<file path="src/common/rv_isa_pkg.sv">
// rv64i execute encodings; only mstatus, mtvec, mepc and mcause have addresses here
`default_nettype none

package rv_isa_pkg;

  // data and field widths
  localparam int xlen       = 64;
  localparam int word_w     = 32;
  localparam int shamt_w    = $clog2(xlen);
  localparam int reg_addr_w = 5;
  localparam int csr_addr_w = 12;

  typedef enum logic [4:0] {
    alu_add    = 5'd0,
    alu_sub    = 5'd1,
    alu_sll    = 5'd2,
    alu_slt    = 5'd3,
    alu_sltu   = 5'd4,
    alu_xor    = 5'd5,
    alu_srl    = 5'd6,
    alu_sra    = 5'd7,
    alu_or     = 5'd8,
    alu_and    = 5'd9,
    alu_pass_b = 5'd10
  } alu_op_t;

  typedef enum logic {
    src1_rs1 = 1'b0,
    src1_pc  = 1'b1
  } src1_sel_t;

  typedef enum logic [1:0] {
    src2_rs2  = 2'd0,
    src2_imm  = 2'd1,
    src2_four = 2'd2
  } src2_sel_t;

  // ops ending in i take the zero-extended 5-bit immediate
  typedef enum logic [2:0] {
    csr_none = 3'd0,
    csr_rw   = 3'd1,
    csr_rs   = 3'd2,
    csr_rc   = 3'd3,
    csr_rwi  = 3'd4,
    csr_rsi  = 3'd5,
    csr_rci  = 3'd6
  } csr_op_t;

  localparam logic [csr_addr_w-1:0] csr_mstatus = 12'h300;
  localparam logic [csr_addr_w-1:0] csr_mtvec   = 12'h305;
  localparam logic [csr_addr_w-1:0] csr_mepc    = 12'h341;
  localparam logic [csr_addr_w-1:0] csr_mcause  = 12'h342;

endpackage

`default_nettype wire

</file>
<file path="src/hdl/gpr_file.sv">
// 31 writable gprs, asynchronous reads; x0 reads zero and ignores writes
`timescale 1ns/10ps
`default_nettype none

module gpr_file
  import rv_isa_pkg::*;
(
  input  wire logic                  i_clk,
  input  wire logic                  i_rst,
  input  wire logic [reg_addr_w-1:0] i_raddr1,
  input  wire logic [reg_addr_w-1:0] i_raddr2,
  input  wire logic                  i_we,
  input  wire logic [reg_addr_w-1:0] i_waddr,
  input  wire logic [xlen-1:0]       i_wdata,
  output logic [xlen-1:0]            o_rdata1,
  output logic [xlen-1:0]            o_rdata2
);

  logic [xlen-1:0] regs [1:(2**reg_addr_w)-1];

  always_ff @(posedge i_clk) begin
    if (i_rst) begin
      for (int i = 1; i < 2**reg_addr_w; i++) begin
        regs[i] <= '0;
      end
    end else if (i_we && (i_waddr != '0)) begin
      regs[i_waddr] <= i_wdata;
    end
  end

  // no bypass, a write shows up after the edge
  assign o_rdata1 = (i_raddr1 == '0) ? '0 : regs[i_raddr1];
  assign o_rdata2 = (i_raddr2 == '0) ? '0 : regs[i_raddr2];

endmodule

`default_nettype wire

</file>
<file path="config.mk">
export PLATFORM = sky130hd
export DESIGN_NAME = gpr_file
export DESIGN_NICKNAME = d
export VERILOG_FILES = /design/src/common/rv_isa_pkg.sv /design/src/hdl/gpr_file.sv
export SDC_FILE = /design/constraint.sdc
export NUM_CORES = 2
export LEC_CHECK = 0
export BUFFER_PORTS_ARGS = -buffer_cell sky130_fd_sc_hd__clkbuf_2
export CAP_MARGIN = 5
export CORE_MARGIN = 2
export CORE_UTILIZATION = 60
export DETAILED_ROUTE_END_ITERATION = 12
export HOLD_SLACK_MARGIN = 0.05
export MAX_ROUTING_LAYER = met4
export PLACE_DENSITY_LB_ADDON = 0.08
export SYNTH_ARGS = -nofsm -noshare
export SYNTH_HDL_FRONTEND = slang
export SYNTH_SLANG_ARGS = --single-unit
</file>
<file path="constraint.sdc">
create_clock -name i_clk -period 5.6 [get_ports i_clk]
set_input_delay 0.28 -clock i_clk [delete_from_list [all_inputs] [get_ports i_clk]]
set_output_delay 0.28 -clock i_clk [all_outputs]
set_load 0.02 [all_outputs]
</file>
# After elaboration in Yosys (flattened, before gate mapping)
# Memory sizes are Yosys's and may differ from the RTL's.
# Index checks and enable logic that the tools add are counted.
# totals
output_inout_bits	128
rom_bits	0
mem_bits_rw	1984
mem_count	1
register_bits	0
latch_bits	0
# classes
n_addsub	0
div_mod_pow	0
bitwise	0
mux	10
n_eq_ne	0
shift	0
reduce_logical	5
multipliers	0
magnitude_cmp	0
# mem_list
name	words	word_bits	read_ports	rd_clocked_by_memory_dff	wr	line	source
regs	31	64	2	0	31	gpr_file.sv:19	logic [xlen-1:0] regs [1:(2**reg_addr_w)-1];
# op_table
cell	count
$mux 64	3
$reduce_or 64->1	1
$logic_not 5->1	2
$mux 1	6
$mux 5	1
$reduce_bool 5->1	1
$logic_and 1x1->1	1

# Longest topological paths before layout
# depth
word_depth	7
depth_mapped	10

# Worst setup path before layout
# OpenSTA, ideal clock, no wires.
# synth_path
path_kind	input-to-output
startpoint	in i_raddr1[0]
endpoint	out o_rdata1[42]
t_arrival_ns	2.425
required_time_ns	5.320
setup_slack_ns	2.895
stages	9
cell_sequence	buf_4 > buf_6 > buf_6 > buf_6 > buf_8 > mux2i_1 > o22ai_1 > a211oi_1 > a2111oi_0
# synth_via
elab_chain_cells	2
elab_cells_between_ends	3
cone_classes	1 x mux; 1 x reduce/logical; 1 x memory
# synth_rtl
element	line	source
from (decl)	gpr_file.sv:10	input wire logic [reg_addr_w-1:0] i_raddr1,
$mem_v2 31x64 / $logic_not 5->1 (equally long branches)	n/a	
$mux 64 *	gpr_file.sv:32	assign o_rdata1 = (i_raddr1 == '0) ? '0 : regs[i_raddr1];
to (decl)	gpr_file.sv:15	output logic [xlen-1:0] o_rdata1,
# Every way passes the cells marked *; elsewhere a longest branch is shown, timed or not.

# Worst setup path in the final report
# layout_path
startpoint	in i_raddr1[3]
endpoint	out o_rdata1[37]
# Same word-level chain as after synthesis.

==> summary.md <==
| Metric | Value |
|---|---|
| Outcome | `finished, final reports clean` |
| Library cells used by synthesis | `between 40 and 50` |
| First-pass DRT Iterations | `6` |
| Filler cells | `12.4k` |
| Synth Area in Simple Gates | `between 10% and 20%` |
| Period minus WS final | `~4.2 ns` |
| Post-synth EDFFs | `roughly 2k` |
| Initial DRC count | `13.2k` |
| Netlist Area Pre-Place | `between 100000 and 150000 um2` |
| GPL Wtd Cong | `between 0.9 and 1` |
| Drt wl/cell | `about 41 um` |
| DRC viols | `0` |
| Clock share of power | `between 30% and 40%` |
| Placed inst area | `between 100000 and 150000 um2` |
| First-pass GRT wire length | `around 550000 um` |
| Maximum vdd drop | `approximately 0.00028 V` |
| Vias in the first global route | `69.6k` |
| Row count | `between 150 and 200` |
| Total number of vias | `71.3k` |
| CTS Sinks | `a little over 2k` |
| CP peak stage delay | `1.10 ns` |
| Clk buf depth | `3` |
| Setup Crit Path Kind | `input port to output port` |
| Final setup fails | `0` |
| Most numerous cell in the Yosys netlist | `edfxtp_1` |
| Register area share after synthesis | `a little under three fifths` |
| CTS clk-pin slew, worst paths | `0.06 ns` |
| Largest family of logic cells by synthesized area | `multiplexers` |
| Crit path max fanout | `63` |
| Placed cells | `~9.1k` |
| Htree depth | `4` |
| Crit path arrival time | `3.89 ns` |
| Core area | `approximately 180000 um2` |
| Max Cap Viol | `0` |
| Combinational group share of total power | `between 10% and 20%` |
| Fin area | `about 120000 um2` |
| Post-synthesis xor/xnor area fraction | `0%` |
| Die width | `~430 um` |
| Critical Path Slowest Stage Cell | `a2111oi_0` |
| Critical Path, Cell by Cell | `buf_8, nand2_1, o22ai_1, a2111oi_0, a2111oi_0, buf_4, clkbuf_2` |
| Ys async rst share | `0%` |
| CTS tree | `yes` |
| Data required time at the worst endpoint | `around 5.3 ns` |
| Compound-Gate Fraction of Synth Area | `roughly 3.8%` |
| Top reg by flops | `regs` |
| Die height | `between 400 and 500 um` |
| Post-Layout Cell Count | `roughly 9.6k` |
| Top post-synthesis cells by area | `edfxtp_1 (57%), mux4_2 (19%), and2_1 (11%)` |
| Final cycle utilization of the critical path | `around 75%` |
| Sw Ratio | `a little over a quarter` |
| Die Footprint | `between 150000 and 200000 um2` |
| Layout cells sized above 1 | `around 25%` |
| DP HPWL | `227000 um` |
| Worst slew pin tran | `about 1.5 ns` |
| Critical path startpoint category | `input port` |
| Area growth syn-to-layout | `9.38%` |
| Number of CTS-inserted buffers | `about 210` |
| Worst slew margin | `2.46%` |
| Setup TNS | `0 ns` |
| Number of port buffers | `209` |
| Post-synth top cells | `edfxtp_1 (2048), and2_1 (1986), mux4_2 (906), clkbuf_1 (586), mux2i_1 (365)` |
| Synth area leader | `edfxtp_1` |
| GR Overflow Total | `0` |
| Largest net degree at the start of global routing | `roughly 120` |
| P_int | `between 20 and 30 mW` |
| Final Max Tran Viols | `0` |
| Power Density | `between 300 and 400 nW/um2` |
| Total power | `about 36 mW` |
| Top cell by count, worst path | `a2111oi_0` |
| Initial antenna violation count | `between 50 and 60` |
| Sequential power share | `49.8%` |
| Mapped Cells | `slightly above 7k` |
| Synth warnings | `0` |
| Largest register FFs | `about 2.0k` |
| Net Switching | `approximately 9.6 mW` |
| DRT antenna net count | `0` |
| Boundary pin count | `210` |
| Synth Register Bits | `2048` |
| Mux contribution to synthesized area | `about a quarter` |
| Worst min path class | `input port to flop` |
| Final WL | `396000 um` |
| Fin. Hold Viols | `0` |
| Largest registers | `regs (2048)` |
| Mean area per synthesized cell | `between 15 and 20 um2` |
| Max Clock Freq | `between 200 and 250 MHz` |
| Final nets | `~7.1k` |
| Worst setup EP type | `output port` |
| Initial Util | `approximately three fifths` |
| Adder-Cell Fraction of Synth Area | `0%` |
| Leak | `between 40 and 50 nW` |
| Post-CTS Setup Inserts | `0` |
| Yosys top cell area share | `56.8%` |
| GRT Total Usage | `44.5%` |
| Root buffer selected by CTS | `clkbuf_16` |
| Main flop type after synthesis | `edfxtp_1` |
| Vias/cell | `roughly 7.5` |
| Unrepaired setup endpoints after global routing | `no` |
metal layers:
metal	track usage [%]	up-vias	share of wire [%]
met5	-	-	0
met4	27.0	0	7.4
met3	14.0	1433	15
met2	62.9	6359	44
met1	56.3	36400	33
li1	-	27100	-
what timing repair did:
| item | 4_1_cts | 5_1_grt |
|---|---|---|
| hold endpoints to repair | 34 | 0 |
| gates resized for setup | 0 | 0 |
| hold buffers | 34 | 0 |
worst max-delay path, delay by kind of cell:
kind                   cells  cell delay, ns
buffers and inverters      3            1.04
and+or+nand+nor            1            0.80
AOI/OAI and AO/OA          3            1.65
cell type report:
type / count / area [um2] / area share (%)
antenna: 49 / 123 / 0.104
tap: 2355 / 2950 / 2.49
clock buffer: 264 / 5610 / 4.73
clock inverter: 112 / 676 / 0.571
multi-input combinational: 4279 / 44000 / 37.2
inverter: 2 / 8.76 / 0.00740
timing repair buffer: 448 / 3560 / 3.00
sequential: 2048 / 61500 / 51.9
power by group through the flow:
stage / combinational, mW / clock (mW) / sequential, mW
6_report: 4.91 / 13.4 / 18.2
5_1_grt: 4.97 / 13.9 / 18.2
4_1_cts: 4.77 / 13.3 / 18.1
3_5_place_dp: 4.72 / 0 / 18.4
3_3_place_gp: 4.70 / 0 / 18.4
2_1_floorplan: 2.90 / 0 / 18.3
worst paths after layout:
kind	from	to	slack [ns]	cells past startpoint
worst max-delay path	i_raddr1[3]	o_rdata1[37]	1.43	7
worst min-delay path	i_wdata[38]	regs[0][38]	0.11	1
logic make-up after synthesis:
logic type             count (synthesis)
multiplexers                        1391
AO/OA/AOI/OAI                        540
buffers and inverters                791
AND/OR/NAND/NOR                     2284
flip-flops                          2048
other                                  1
cells in the final DEF (no fill, tap or decap), types with 57 or more instances in the layout:
cell type,instances
mux2_2,120
mux2i_1,365
a221oi_1,57
edfxtp_1,2048
o22ai_1,100
a22oi_1,74
clkinv_1,62
buf_4,162
nand2_1,106
conb_1,64
clkbuf_16,217
mux4_2,906
clkbuf_2,200
and2_1,1985
through the flow:
stage	hold WS, ns	utilization, %	setup slack [ns]
6_report	0.106	66.2	1.43
5_1_grt	0.114	66.2	1.37
4_1_cts	0.0544	66.2	1.53
3_5_place_dp	0.883	62.5	1.50
3_3_place_gp	0.872	62.4	1.18
2_1_floorplan	0.379	-	2.89
Note: power is estimated with default switching activity, not from simulation.
