<file path="config.mk">
export PLATFORM = sky130hd
export DESIGN_NAME = csr_file
export DESIGN_NICKNAME = d
export VERILOG_FILES = /design/src/common/rv_isa_pkg.sv /design/src/hdl/csr_file.sv
export SDC_FILE = /design/constraint.sdc
export NUM_CORES = 1
export LEC_CHECK = 0
export BUFFER_PORTS_ARGS = -buffer_cell sky130_fd_sc_hd__buf_2
export CORE_MARGIN = 2
export CORE_UTILIZATION = 45
export DETAILED_ROUTE_END_ITERATION = 8
export PLACE_DENSITY_LB_ADDON = 0.1
export SYNTH_ARGS = -nofsm -noshare
export SYNTH_HDL_FRONTEND = slang
export SYNTH_SLANG_ARGS = --single-unit
export TNS_END_PERCENT = 1
</file>
<file path="constraint.sdc">
create_clock -name i_clk -period 4.8 [get_ports i_clk]
set_input_delay 0.72 -clock i_clk [delete_from_list [all_inputs] [get_ports i_clk]]
set_output_delay 0.72 -clock i_clk [all_outputs]
set_load 0.1 [all_outputs]
</file>
<file path="src/common/rv_isa_pkg.sv">
// rv64i execute encodings; only mstatus, mtvec, mepc and mcause have addresses here
`default_nettype none

package rv_isa_pkg;

  // data and field widths
  localparam int xlen       = 64;
  localparam int word_w     = 32;
  localparam int shamt_w    = $clog2(xlen);
  localparam int reg_addr_w = 5;
  localparam int csr_addr_w = 12;

  typedef enum logic [4:0] {
    alu_add    = 5'd0,
    alu_sub    = 5'd1,
    alu_sll    = 5'd2,
    alu_slt    = 5'd3,
    alu_sltu   = 5'd4,
    alu_xor    = 5'd5,
    alu_srl    = 5'd6,
    alu_sra    = 5'd7,
    alu_or     = 5'd8,
    alu_and    = 5'd9,
    alu_pass_b = 5'd10
  } alu_op_t;

  typedef enum logic {
    src1_rs1 = 1'b0,
    src1_pc  = 1'b1
  } src1_sel_t;

  typedef enum logic [1:0] {
    src2_rs2  = 2'd0,
    src2_imm  = 2'd1,
    src2_four = 2'd2
  } src2_sel_t;

  // ops ending in i take the zero-extended 5-bit immediate
  typedef enum logic [2:0] {
    csr_none = 3'd0,
    csr_rw   = 3'd1,
    csr_rs   = 3'd2,
    csr_rc   = 3'd3,
    csr_rwi  = 3'd4,
    csr_rsi  = 3'd5,
    csr_rci  = 3'd6
  } csr_op_t;

  localparam logic [csr_addr_w-1:0] csr_mstatus = 12'h300;
  localparam logic [csr_addr_w-1:0] csr_mtvec   = 12'h305;
  localparam logic [csr_addr_w-1:0] csr_mepc    = 12'h341;
  localparam logic [csr_addr_w-1:0] csr_mcause  = 12'h342;

endpackage

`default_nettype wire

</file>
<file path="src/hdl/csr_file.sv">
// mstatus, mtvec, mepc and mcause only, all bits writable; other addresses read zero
`timescale 1ns/10ps
`default_nettype none

module csr_file
  import rv_isa_pkg::*;
(
  input  wire logic                  i_clk,
  input  wire logic                  i_rst,
  input  wire logic [csr_addr_w-1:0] i_raddr,
  input  wire logic                  i_we,
  input  wire logic [csr_addr_w-1:0] i_waddr,
  input  wire logic [xlen-1:0]       i_wdata,
  output logic [xlen-1:0]            o_rdata
);

  logic [xlen-1:0] mstatus;
  logic [xlen-1:0] mtvec;
  logic [xlen-1:0] mepc;
  logic [xlen-1:0] mcause;

  always_ff @(posedge i_clk) begin
    if (i_rst) begin
      mstatus <= '0;
      mtvec   <= '0;
      mepc    <= '0;
      mcause  <= '0;
    end else if (i_we) begin
      case (i_waddr)
        csr_mstatus: mstatus <= i_wdata;
        csr_mtvec:   mtvec   <= i_wdata;
        csr_mepc:    mepc    <= i_wdata;
        csr_mcause:  mcause  <= i_wdata;
        default:     ;
      endcase
    end
  end

  always_comb begin
    case (i_raddr)
      csr_mstatus: o_rdata = mstatus;
      csr_mtvec:   o_rdata = mtvec;
      csr_mepc:    o_rdata = mepc;
      csr_mcause:  o_rdata = mcause;
      default:     o_rdata = '0;
    endcase
  end

endmodule

`default_nettype wire

</file>
# Word level (Yosys, flattened, before mapping)
# Cells that the tools add are included.
# totals
ff_bits	256
latch_bits	0
ramBits	0
romBits	0
out_inout_bits	64
mem_count	0
# classes
addsub	0
multipliers	0
n_div	0
magnitude_cmp	0
n_eq_ne	8
shift	0
n_mux	1
bitwise_logic	0
n_reduce_logical	4
# op_table
cell	n
64-bit one-hot mux with 4 select lines	1
12-bit by 10-bit == test with 1-bit output (second input constant)	8
2-bit AND reduction	4

# Logic depth before layout (Yosys ltp)
# Gate-level depths: netlist (run 1).
# logic_depth
ltp_word	2
depth_mapped	6

# Least setup slack after synthesis (run 1)
# OpenSTA, ideal clock, no wires.
# synth_path
kind	input to output
startpoint	in i_raddr[0]
endpoint	out o_rdata[31]
arrival_time_ns	2.966
required_ns	4.080
slack_ns	1.114
stages	5
path_buffers	1
path_cell_list	nor2_1 -> clkbuf_1 -> a22oi_1 -> o22a_1 -> nor2_1
# synth_between
elab_chain_cells	2
word_cells_on_any_way	5
# synth_rtl
item	line	source
start, declared	csr_file.sv:10	input wire logic [csr_addr_w-1:0] i_raddr,
12-bit by 10-bit == test with 1-bit output	csr_file.sv:40	case (i_raddr)
64-bit one-hot mux with 4 select lines (*)	csr_file.sv:40	
end, declared	csr_file.sv:14	output logic [xlen-1:0] o_rdata
# Mark *: on every way between the ends. The rest lies on a longest branch, timed or not.

# Worst setup path in the final report (run 1)
# layout_path
startpoint	in i_raddr[11]
endpoint	out o_rdata[14]
# The elaborated chain is that of the path after synthesis.

==> results.tsv, run 1 <==
metric	value	unit
status	completed	
power density over the cells	334	mW/mm^2
actual slew at the worst max-slew pin	1.07	ns
Die Y	165	um
most common cell in the netlist	nand2_1	
multi-input logic area	0.00597	sq mm
post_cts resized	0	
Die W	165	um
RSZ-0062 raised after global routing	no	
root buf cell	clkbuf_16	
IO Pins	155	
layout cells sized above 1	17.3	%
Hold Fails Final Rpt	0	
first-pass GRT wire length	53.1	mm
core area	0.0253	sq mm
Initial DRC Count	744	
overall routing resource usage	24.6	%
Initial DRT Pass Iterations	7	
Inst Count DP	1813	
count of clock tree sinks	256	
Slew Limit Headroom	28.8	%
WP depth	7	
Synth area leaders	dfxtp_1, nand2_1, a22oi_1, a21oi_1, nand2b_1	
hold buffer count at CTS	0	
Max-cap violations	0	
Post-Syn Instances	1433	
fin nets	1604	
syn nets	1524	
Global Route met2 Usage	40.0	%
worst-case reg-to-reg path depth	2	
Synth Area per Inst	8.13	sq um
global-route track usage on met1	34.8	%
IO Port Bufs	154	
Yosys reg bits	256	
Hold Path Stages	2	
Area Overhead vs Synth	15.5	%
Critical Path End Type	primary output	
WL/cell	18.1	um
number of synthesized flops with an enable pin	0	
largest net degree at the start of global routing	124	
Post-DP HPWL	19.0	mm
post-synthesis sequential area ratio	44.0	%
DRT Wirelength	33.8	mm
Clock transition at path regs	0.06	ns
critical path arrival	3.04	ns
met3 usage	3.62	%
initial antenna violation count	3	
top-area cell type share of the netlist area	44.0	%
Antenna Nets Post-Route	0	
fin crit share	78.4	%
Setup Buffers After CTS	0	
fin cells	1866	
worst vdd ir	0.000252	V
GPL Wtd Cong	0.756	
vias per inst	5.47	
crit path cell chain	buf_2 -> nor2_1 -> nand4_1 -> buf_4 -> o22a_1 -> nor2_1 -> buf_2	
CTS tree	yes	
Finished Cell Area	0.0135	sq mm
Residual DRC	0	
setup tns final	0	ns
Buf+Inv Stages, Crit Path	3	
GRT overflow	0	
CTS HTree Levels	1	
Leak	4.75	nW
critical path class	in -> out	
Hold Path Class	reg -> reg	
Worst path slowest cell	nand4_1	
Seq. cell area	0.00512	sq mm
initial core utilization	46.0	%
clk_lat worst skew	0.53	ns
DR vias	10212	
crit-path max FO	19	
cell taking the most area after synthesis	dfxtp_1	
Tmin final	3.76	ns
Fmax	266	MHz
Synth Cell Area	0.0117	sq mm
Area after DPL	0.0125	sq mm
Syn. warnings	0	
clock buffer count from CTS	28	
Synth cell types	29	
crit start category	primary input	
fillers	2449	
asr flop ratio synth	0	%
top post-synthesis cells by count	nand2_1, dfxtp_1, a21oi_1	
WP data required	4.08	ns
delay-heaviest family, CP	buffers and inverters	
Final Max Tran Viols	0	
Final setup viols	0	
# rows	58	
Clock Skews	0	ns
vias in the first global route	9686	
ys flop type	dfxtp_1	
gr busiest metal	met2	
clock buffer depth	3	
Die Footprint	0.0272	sq mm
largest stage delay on the critical path	0.61	ns
==> worst min-delay path, cell delays in order (launching register included) <==
cell	delay [ns]
dfxtp_1	0.30
nand2_1	0.05
a21oi_1	0.05
==> metrics by stage <==
step | utilization [%] | worst slack [ns] | power (mW) | hold slack, ns
6_report | 53.2 | 1.04 | 4.50 | 0.449
2_1_floorplan | - | 1.11 | 2.28 | 0.432
3_5_place_dp | 49.5 | 1.09 | 2.39 | 0.443
4_1_cts | 53.1 | 1.08 | 4.53 | 0.436
3_3_place_gp | 49.5 | 1.08 | 2.39 | 0.438
5_1_grt | 53.1 | 0.973 | 4.65 | 0.444
==> cell type report <==
type | count | area share (%)
Clock inverter | 10 | 0.790
Tap cell | 330 | 3.07
Timing Repair Buffer | 177 | 7.63
Antenna cell | 2 | 0.0372
Multi-Input combinational cell | 1050 | 44.3
Clock buffer | 41 | 6.10
Sequential cell | 256 | 38.1
==> cells in the final DEF, fill, tap and decap left out, drive strengths merged, types with 3 or more instances in the layout <==
cell | netlist | routed
buf | 37 | 176
mux2i | 64 | 64
nor2 | 69 | 69
dfxtp | 256 | 256
a22oi | 128 | 128
nand4 | 4 | 4
nand2 | 384 | 384
nor2b | 3 | 3
o22a | 64 | 64
clkinv | 0 | 7
clkbuf | 85 | 42
nand2b | 128 | 128
a21oi | 192 | 192
or4 | 3 | 3
==> registers in the layout, indices dropped and copies added (netlist names) <==
name,flops
mepc,64
mtvec,64
mstatus,64
mcause,64
==> kinds of logic after synthesis <==
kind of cell / after synthesis / synth area share [%]
AOI/OAI and AO/OA: 384 / 22.3
buffers and inverters: 127 / 5.23
DFF: 256 / 44.0
muxes: 64 / 5.50
and+or+nand+nor: 602 / 23.0
==> final timing paths <==
kind               startpoint     endpoint  slack (ns)
setup / recovery  i_raddr[11]  o_rdata[14]        1.04
hold reg to reg    mcause[43]   mcause[43]        0.45
hold / removal     mcause[43]   mcause[43]        0.45
setup reg to reg  mstatus[35]  mstatus[35]        4.14
==> report_power, final <==
group | total (mW) | switching, mW | internal [mW]
clock network | 2.15 | 0.864 | 1.29
registers | 2.12 | 0.000108 | 2.12
logic | 0.218 | 0.149 | 0.0689
==> routing by layer <==
metal	up-vias	routed length (um)
met2	275	15600
met1	4839	15800
met4	2	429
met5	-	13
met3	37	1970
li1	5059	-
(Power assumes the default switching activity.)
==> inputs of run 2 (changes only) <==
- ABC_AREA: unset -> 1
- clock period: 4.8 -> 3.15 ns (I/O delays scaled with it)
==> run 2 against run 1 <==
Compared with the run above:
- wire length increased by 19%
- register-to-register slack got worse by 1.7 ns
- utilization increased by 1.8 points
==> results.tsv, run 2 <==
metric	value	unit	change
fin crit share	82.4	%	
count of clock tree sinks	256		unchanged
top post-synthesis cells by count	nand2_1, inv_1, nor2_1		
Post-Syn Instances	2393		+67%
dpl ws	0.557	ns	-0.535 ns
initial core utilization	45.9	%	-0.088 points
CTS HTree Levels	1		unchanged
DRT Wirelength	40.1	mm	+19%
post-synthesis sequential area ratio	36.3	%	-7.7 points
# rows	64		+10%
asr flop ratio synth	0	%	unchanged
Initial DRT Pass Iterations	7		unchanged
Area Overhead vs Synth	19.7	%	
Syn. warnings	0		unchanged
Die Footprint	0.0328	sq mm	+21%
Hold Fails Final Rpt	0		unchanged
crit start category	primary input		
syn nets	2484		+63%
commonest cells after routing, fill and taps aside	nand2_1, inv_1, nor2_1		
hold buffer count at CTS	0		unchanged
Synth area leaders	dfxtp_1, nand2_1, inv_1, nor2_1, nand3_1		
Critical Path End Type	primary output		
clock buffer count from CTS	29		+3.6%
Initial DRC Count	911		+22%
ys flop type	dfxtp_1		
Synth cell types	18		-38%
power density over the cells	402	mW/mm^2	+20%
WL/cell	14.0	um	-23%
clock buffer depth	3		unchanged
status	completed		
Slew Limit Headroom	44.0	%	+15 points
Antenna Nets Post-Route	0		unchanged
actual slew at the worst max-slew pin	0.839	ns	-0.229 ns
initial antenna violation count	2		-1
Final setup viols	0		unchanged
WP data required	2.68	ns	-1.40 ns
Setup Buffers After CTS	0		unchanged
critical path class	in -> out		
critical path arrival	2.12	ns	-0.92 ns
cell taking the most area after synthesis	dfxtp_1		
worst vdd ir	0.000362	V	+44%
Post-DP HPWL	23.5	mm	+24%
GRT overflow	0		unchanged
setup tns final	0	ns	unchanged
clk_lat worst skew	0.56	ns	+0.03 ns
vias per inst	4.83		-12%
number of synthesized flops with an enable pin	0		unchanged
root buf cell	clkbuf_16		
Die Y	181	um	+9.8%
Synth Area per Inst	5.90	sq um	-27%
Clock transition at path regs	0.06	ns	about the same
Synth Cell Area	0.0141	sq mm	+21%
crit-path max FO	31		+12
Residual DRC	0		unchanged
commonest non-fill, non-tap cell in the layout	nand2_1		
largest net degree at the start of global routing	113		-8.9%
most common cell in the netlist	nand2_1		
Hold Path Class	in -> reg		
IO Pins	155		unchanged
Fmax	385	MHz	
post_cts resized	0		unchanged
post-layout util	55.0	%	+1.8 points
vias in the first global route	12569		+30%
Yosys reg bits	256		unchanged
Die W	181	um	+9.8%
DR vias	13842		+36%
first-pass GRT wire length	65.6	mm	+24%
overall routing resource usage	24.2	%	-0.43 points
CTS tree	yes		
Max-cap violations	0		unchanged
fillers	3086		+26%
Leak	8.64	nW	+82%
Tmin final	2.59	ns	
top-area cell type share of the netlist area	36.3	%	-7.7 points
Clock Skews	0	ns	unchanged
final worst slack	0.556	ns	-0.481 ns
layout cells sized above 1	10.0	%	-7.3 points
core area	0.0307	sq mm	+21%
IO Port Bufs	154		unchanged
fin nets	2543		+59%
RSZ-0062 raised after global routing	no		
GPL Wtd Cong	0.769		+1.7%
Final Max Tran Viols	0		unchanged
## run 2: changes by cell type after synthesis, sizes merged, moves of 4 or more
| cell | previous run | this run |
|---|---|---|
| o22a | 64 | 0 |
| clkbuf | 85 | 37 |
| nor2 | 69 | 403 |
| nand4 | 4 | 128 |
| buf | 37 | 125 |
| a21oi | 192 | 0 |
| nand3 | 1 | 260 |
| a22oi | 128 | 0 |
| mux2i | 64 | 0 |
| nand2 | 384 | 592 |
| dlygate4sd3 | 4 | 0 |
| inv | 0 | 527 |
| nand2b | 128 | 0 |
| o21ai | 0 | 64 |
## run 2: cell families after synthesis
family | count (synthesis) | share of synthesized area, %
buffers and inverters | 689 | 19.6
DFF | 256 | 36.3
AOI/OAI and AO/OA | 64 | 2.27
and+or+nand+nor | 1384 | 41.9
## run 2: metrics by stage
| stage | hold slack (ns) | cells | total power [mW] | area [sq um] |
|---|---|---|---|---|
| finish | 0.173 | 2865 | 6.79 | 16900 |
| global route | 0.178 | 2864 | 7.02 | 16900 |
| CTS | 0.154 | 2864 | 6.86 | 16900 |
| detailed placement | 0.473 | 2817 | 3.68 | 16000 |
| global placement | 0.463 | 2817 | 3.68 | 16000 |
| floorplan | 0.456 | 2393 | 3.51 | 14100 |
## run 2: critical path, stage by stage
cell	delay (ns)
buf_2	0.10
or2_1	0.41
nor2_8	0.30
buf_12	0.23
nand3_1	0.10
nand2_1	0.09
inv_1	0.04
nand2_1	0.13
buf_12	0.20
## run 2: area by class of cell
cell class | count | area [sq um] | share of cell area, %
Multi-Input combinational cell | 1448 | 6280 | 37.1
Sequential cell | 256 | 5120 | 30.3
Timing Repair Buffer | 190 | 2150 | 12.7
Inverter | 527 | 1980 | 11.7
Clock buffer | 43 | 848 | 5.02
Tap cell | 396 | 495 | 2.93
Clock inverter | 4 | 23.8 | 0.141
Antenna cell | 1 | 2.50 | 0.0148
## run 2: layer usage
layer / GRT usage [%] / routed length (um)
met2: 41.6 / 18600
met3: 3.73 / 2050
met5: 0 / 16
met4: 5.20 / 795
met1: 31.9 / 18600
## run 2: where the power goes
part / switching, mW / internal, mW / total (mW)
Combinational: 0.266 / 0.103 / 0.369
Clock: 1.35 / 1.83 / 3.18
Sequential: 0.000337 / 3.24 / 3.24
## run 2: worst paths after layout
check / cells after the start / to / start / slack (ns)
worst max-delay path: 9 / o_rdata[5] / i_raddr[3] / 0.56
worst min-delay path: 3 / mstatus[12] / i_wdata[12] / 0.17
worst max register to register: 4 / mcause[18] / mcause[18] / 2.43
worst min register to register: 2 / mtvec[54] / mtvec[54] / 0.48
==> inputs of run 3 (changes only) <==
- clock period: 3.15 -> 2.4 ns (I/O delays scaled with it)
==> run 3 against run 2 <==
Compared with the run above:
- final cell count grew 0.63%
- critical path type unchanged
- register-to-register slack lost 0.72 ns
- total power grew 36%
- largest cell class unchanged
==> results.tsv, run 3 (synthesis results as in run 2) <==
metric	value	unit	change
CTS tree	yes		
Inst Count DP	2828		+0.39%
IO Pins	155		unchanged
power density over the cells	536	mW/mm^2	+33%
crit start category	primary input		
Die Y	181	um	unchanged
CTS HTree Levels	1		unchanged
crit-path max FO	22		-29%
Final Max Tran Viols	0		unchanged
Die Footprint	0.0328	sq mm	unchanged
Initial DRT Pass Iterations	5		-2
Post-DP HPWL	24.7	mm	+5.3%
Clock Skews	0	ns	unchanged
Tmin final	2.24	ns	
Clock transition at path regs	0.05	ns	about the same
clock buffer depth	3		unchanged
Area Overhead vs Synth	22.2	%	
vias in the first global route	12959		+3.1%
Setup Buffers After CTS	0		unchanged
initial core utilization	45.9	%	unchanged
Hold Path Class	in -> reg		
vias per inst	4.81		-0.50%
Leak	8.80	nW	+1.9%
critical path arrival	1.88	ns	-0.24 ns
Final setup viols	0		unchanged
GPL Wtd Cong	0.805		+4.8%
count of clock tree sinks	256		unchanged
worst vdd ir	0.000459	V	+27%
status	completed		
clk_lat worst skew	0.55	ns	about the same
Residual DRC	0		unchanged
post_cts resized	0		unchanged
initial antenna violation count	5		+3
critical path class	in -> out		
Hold Fails Final Rpt	0		unchanged
reg-to-reg slack, setup	1.71	ns	-0.72 ns
commonest non-fill, non-tap cell in the layout	nand2_1		
Initial DRC Count	1012		+11%
fin nets	2555		+0.47%
overall routing resource usage	24.3	%	+0.18 points
DR vias	13860		+0.13%
setup tns final	0	ns	unchanged
root buf cell	clkbuf_16		
core area	0.0307	sq mm	unchanged
WP data required	2.04	ns	-0.64 ns
fin cells	2883		+0.63%
WL/cell	13.8	um	-1.4%
DRT Wirelength	39.8	mm	-0.77%
Die W	181	um	unchanged
Critical Path End Type	primary output		
hold buffer count at CTS	0		unchanged
fillers	3048		-1.2%
Slew Limit Headroom	61.5	%	+17 points
# rows	64		unchanged
RSZ-0062 raised after global routing	no		
Max-cap violations	0		unchanged
IO Port Bufs	154		unchanged
first-pass GRT wire length	66.1	mm	+0.65%
Fmax	447	MHz	
commonest cells after routing, fill and taps aside	nand2_1, inv_1, nor2_1		
layout cells sized above 1	10.5	%	+0.53 points
Antenna Nets Post-Route	0		unchanged
actual slew at the worst max-slew pin	0.578	ns	-0.261 ns
GRT overflow	0		unchanged
largest net degree at the start of global routing	68		-40%
clock buffer count from CTS	30		+3.4%
fin crit share	93.3	%	
==> run 3: critical path: stages <==
cell and delay (ns):
buf_2 0.10, or2_1 0.43, nor2_8 0.23, buf_12 0.19
nand3_1 0.09, nand2_1 0.07, inv_1 0.03, nand2_1 0.15
buf_12 0.20
==> run 3: metrics by stage <==
step	power [mW]	utilization (%)	worst slack, ns	hold WS, ns	cell area, sq um
final	9.25	56.1	0.162	0.0684	17300
after global routing	9.59	56.1	0.0548	0.0710	17300
after CTS	9.36	56.1	0.161	0.0444	17300
after detailed placement	4.84	52.9	0.163	0.472	16300
after global placement	4.84	52.9	0.160	0.463	16300
after floorplan	4.61	-	0.152	0.456	14100
==> run 3: area by class of cell <==
cell class / count / area (sq um) / share of cell area [%]
multi-input cells: 1448 / 6280 / 36.4
diodes: 1 / 2.50 / 0.0145
well taps: 396 / 495 / 2.87
inverters: 527 / 1980 / 11.5
clock inverters: 4 / 45.0 / 0.261
repair buffers: 201 / 2400 / 13.9
flip-flops and latches: 256 / 5120 / 29.7
clock buffers: 50 / 937 / 5.43
==> run 3: report_power, final <==
group | switching (mW) | internal, mW
registers | 0.000438 | 4.25
logic | 0.353 | 0.147
clock network | 1.77 | 2.73
total | 2.12 | 7.13
==> run 3: final timing paths <==
path,from,end,cells after the start
max,i_raddr[3],o_rdata[46],9
min,i_wdata[5],mstatus[5],3
max reg2reg,mstatus[39],mstatus[39],4
min reg2reg,mtvec[38],mtvec[38],2
==> run 3: metal layers <==
layer  GRT usage, %  share of wire [%]  vias to the layer above
li1               -                  -                     7272
met1           32.5                 46                     6131
met2           40.2                 45                      366
met3           3.91                6.4                       83
met4           7.80                2.8                        8
met5              0               0.14                        -
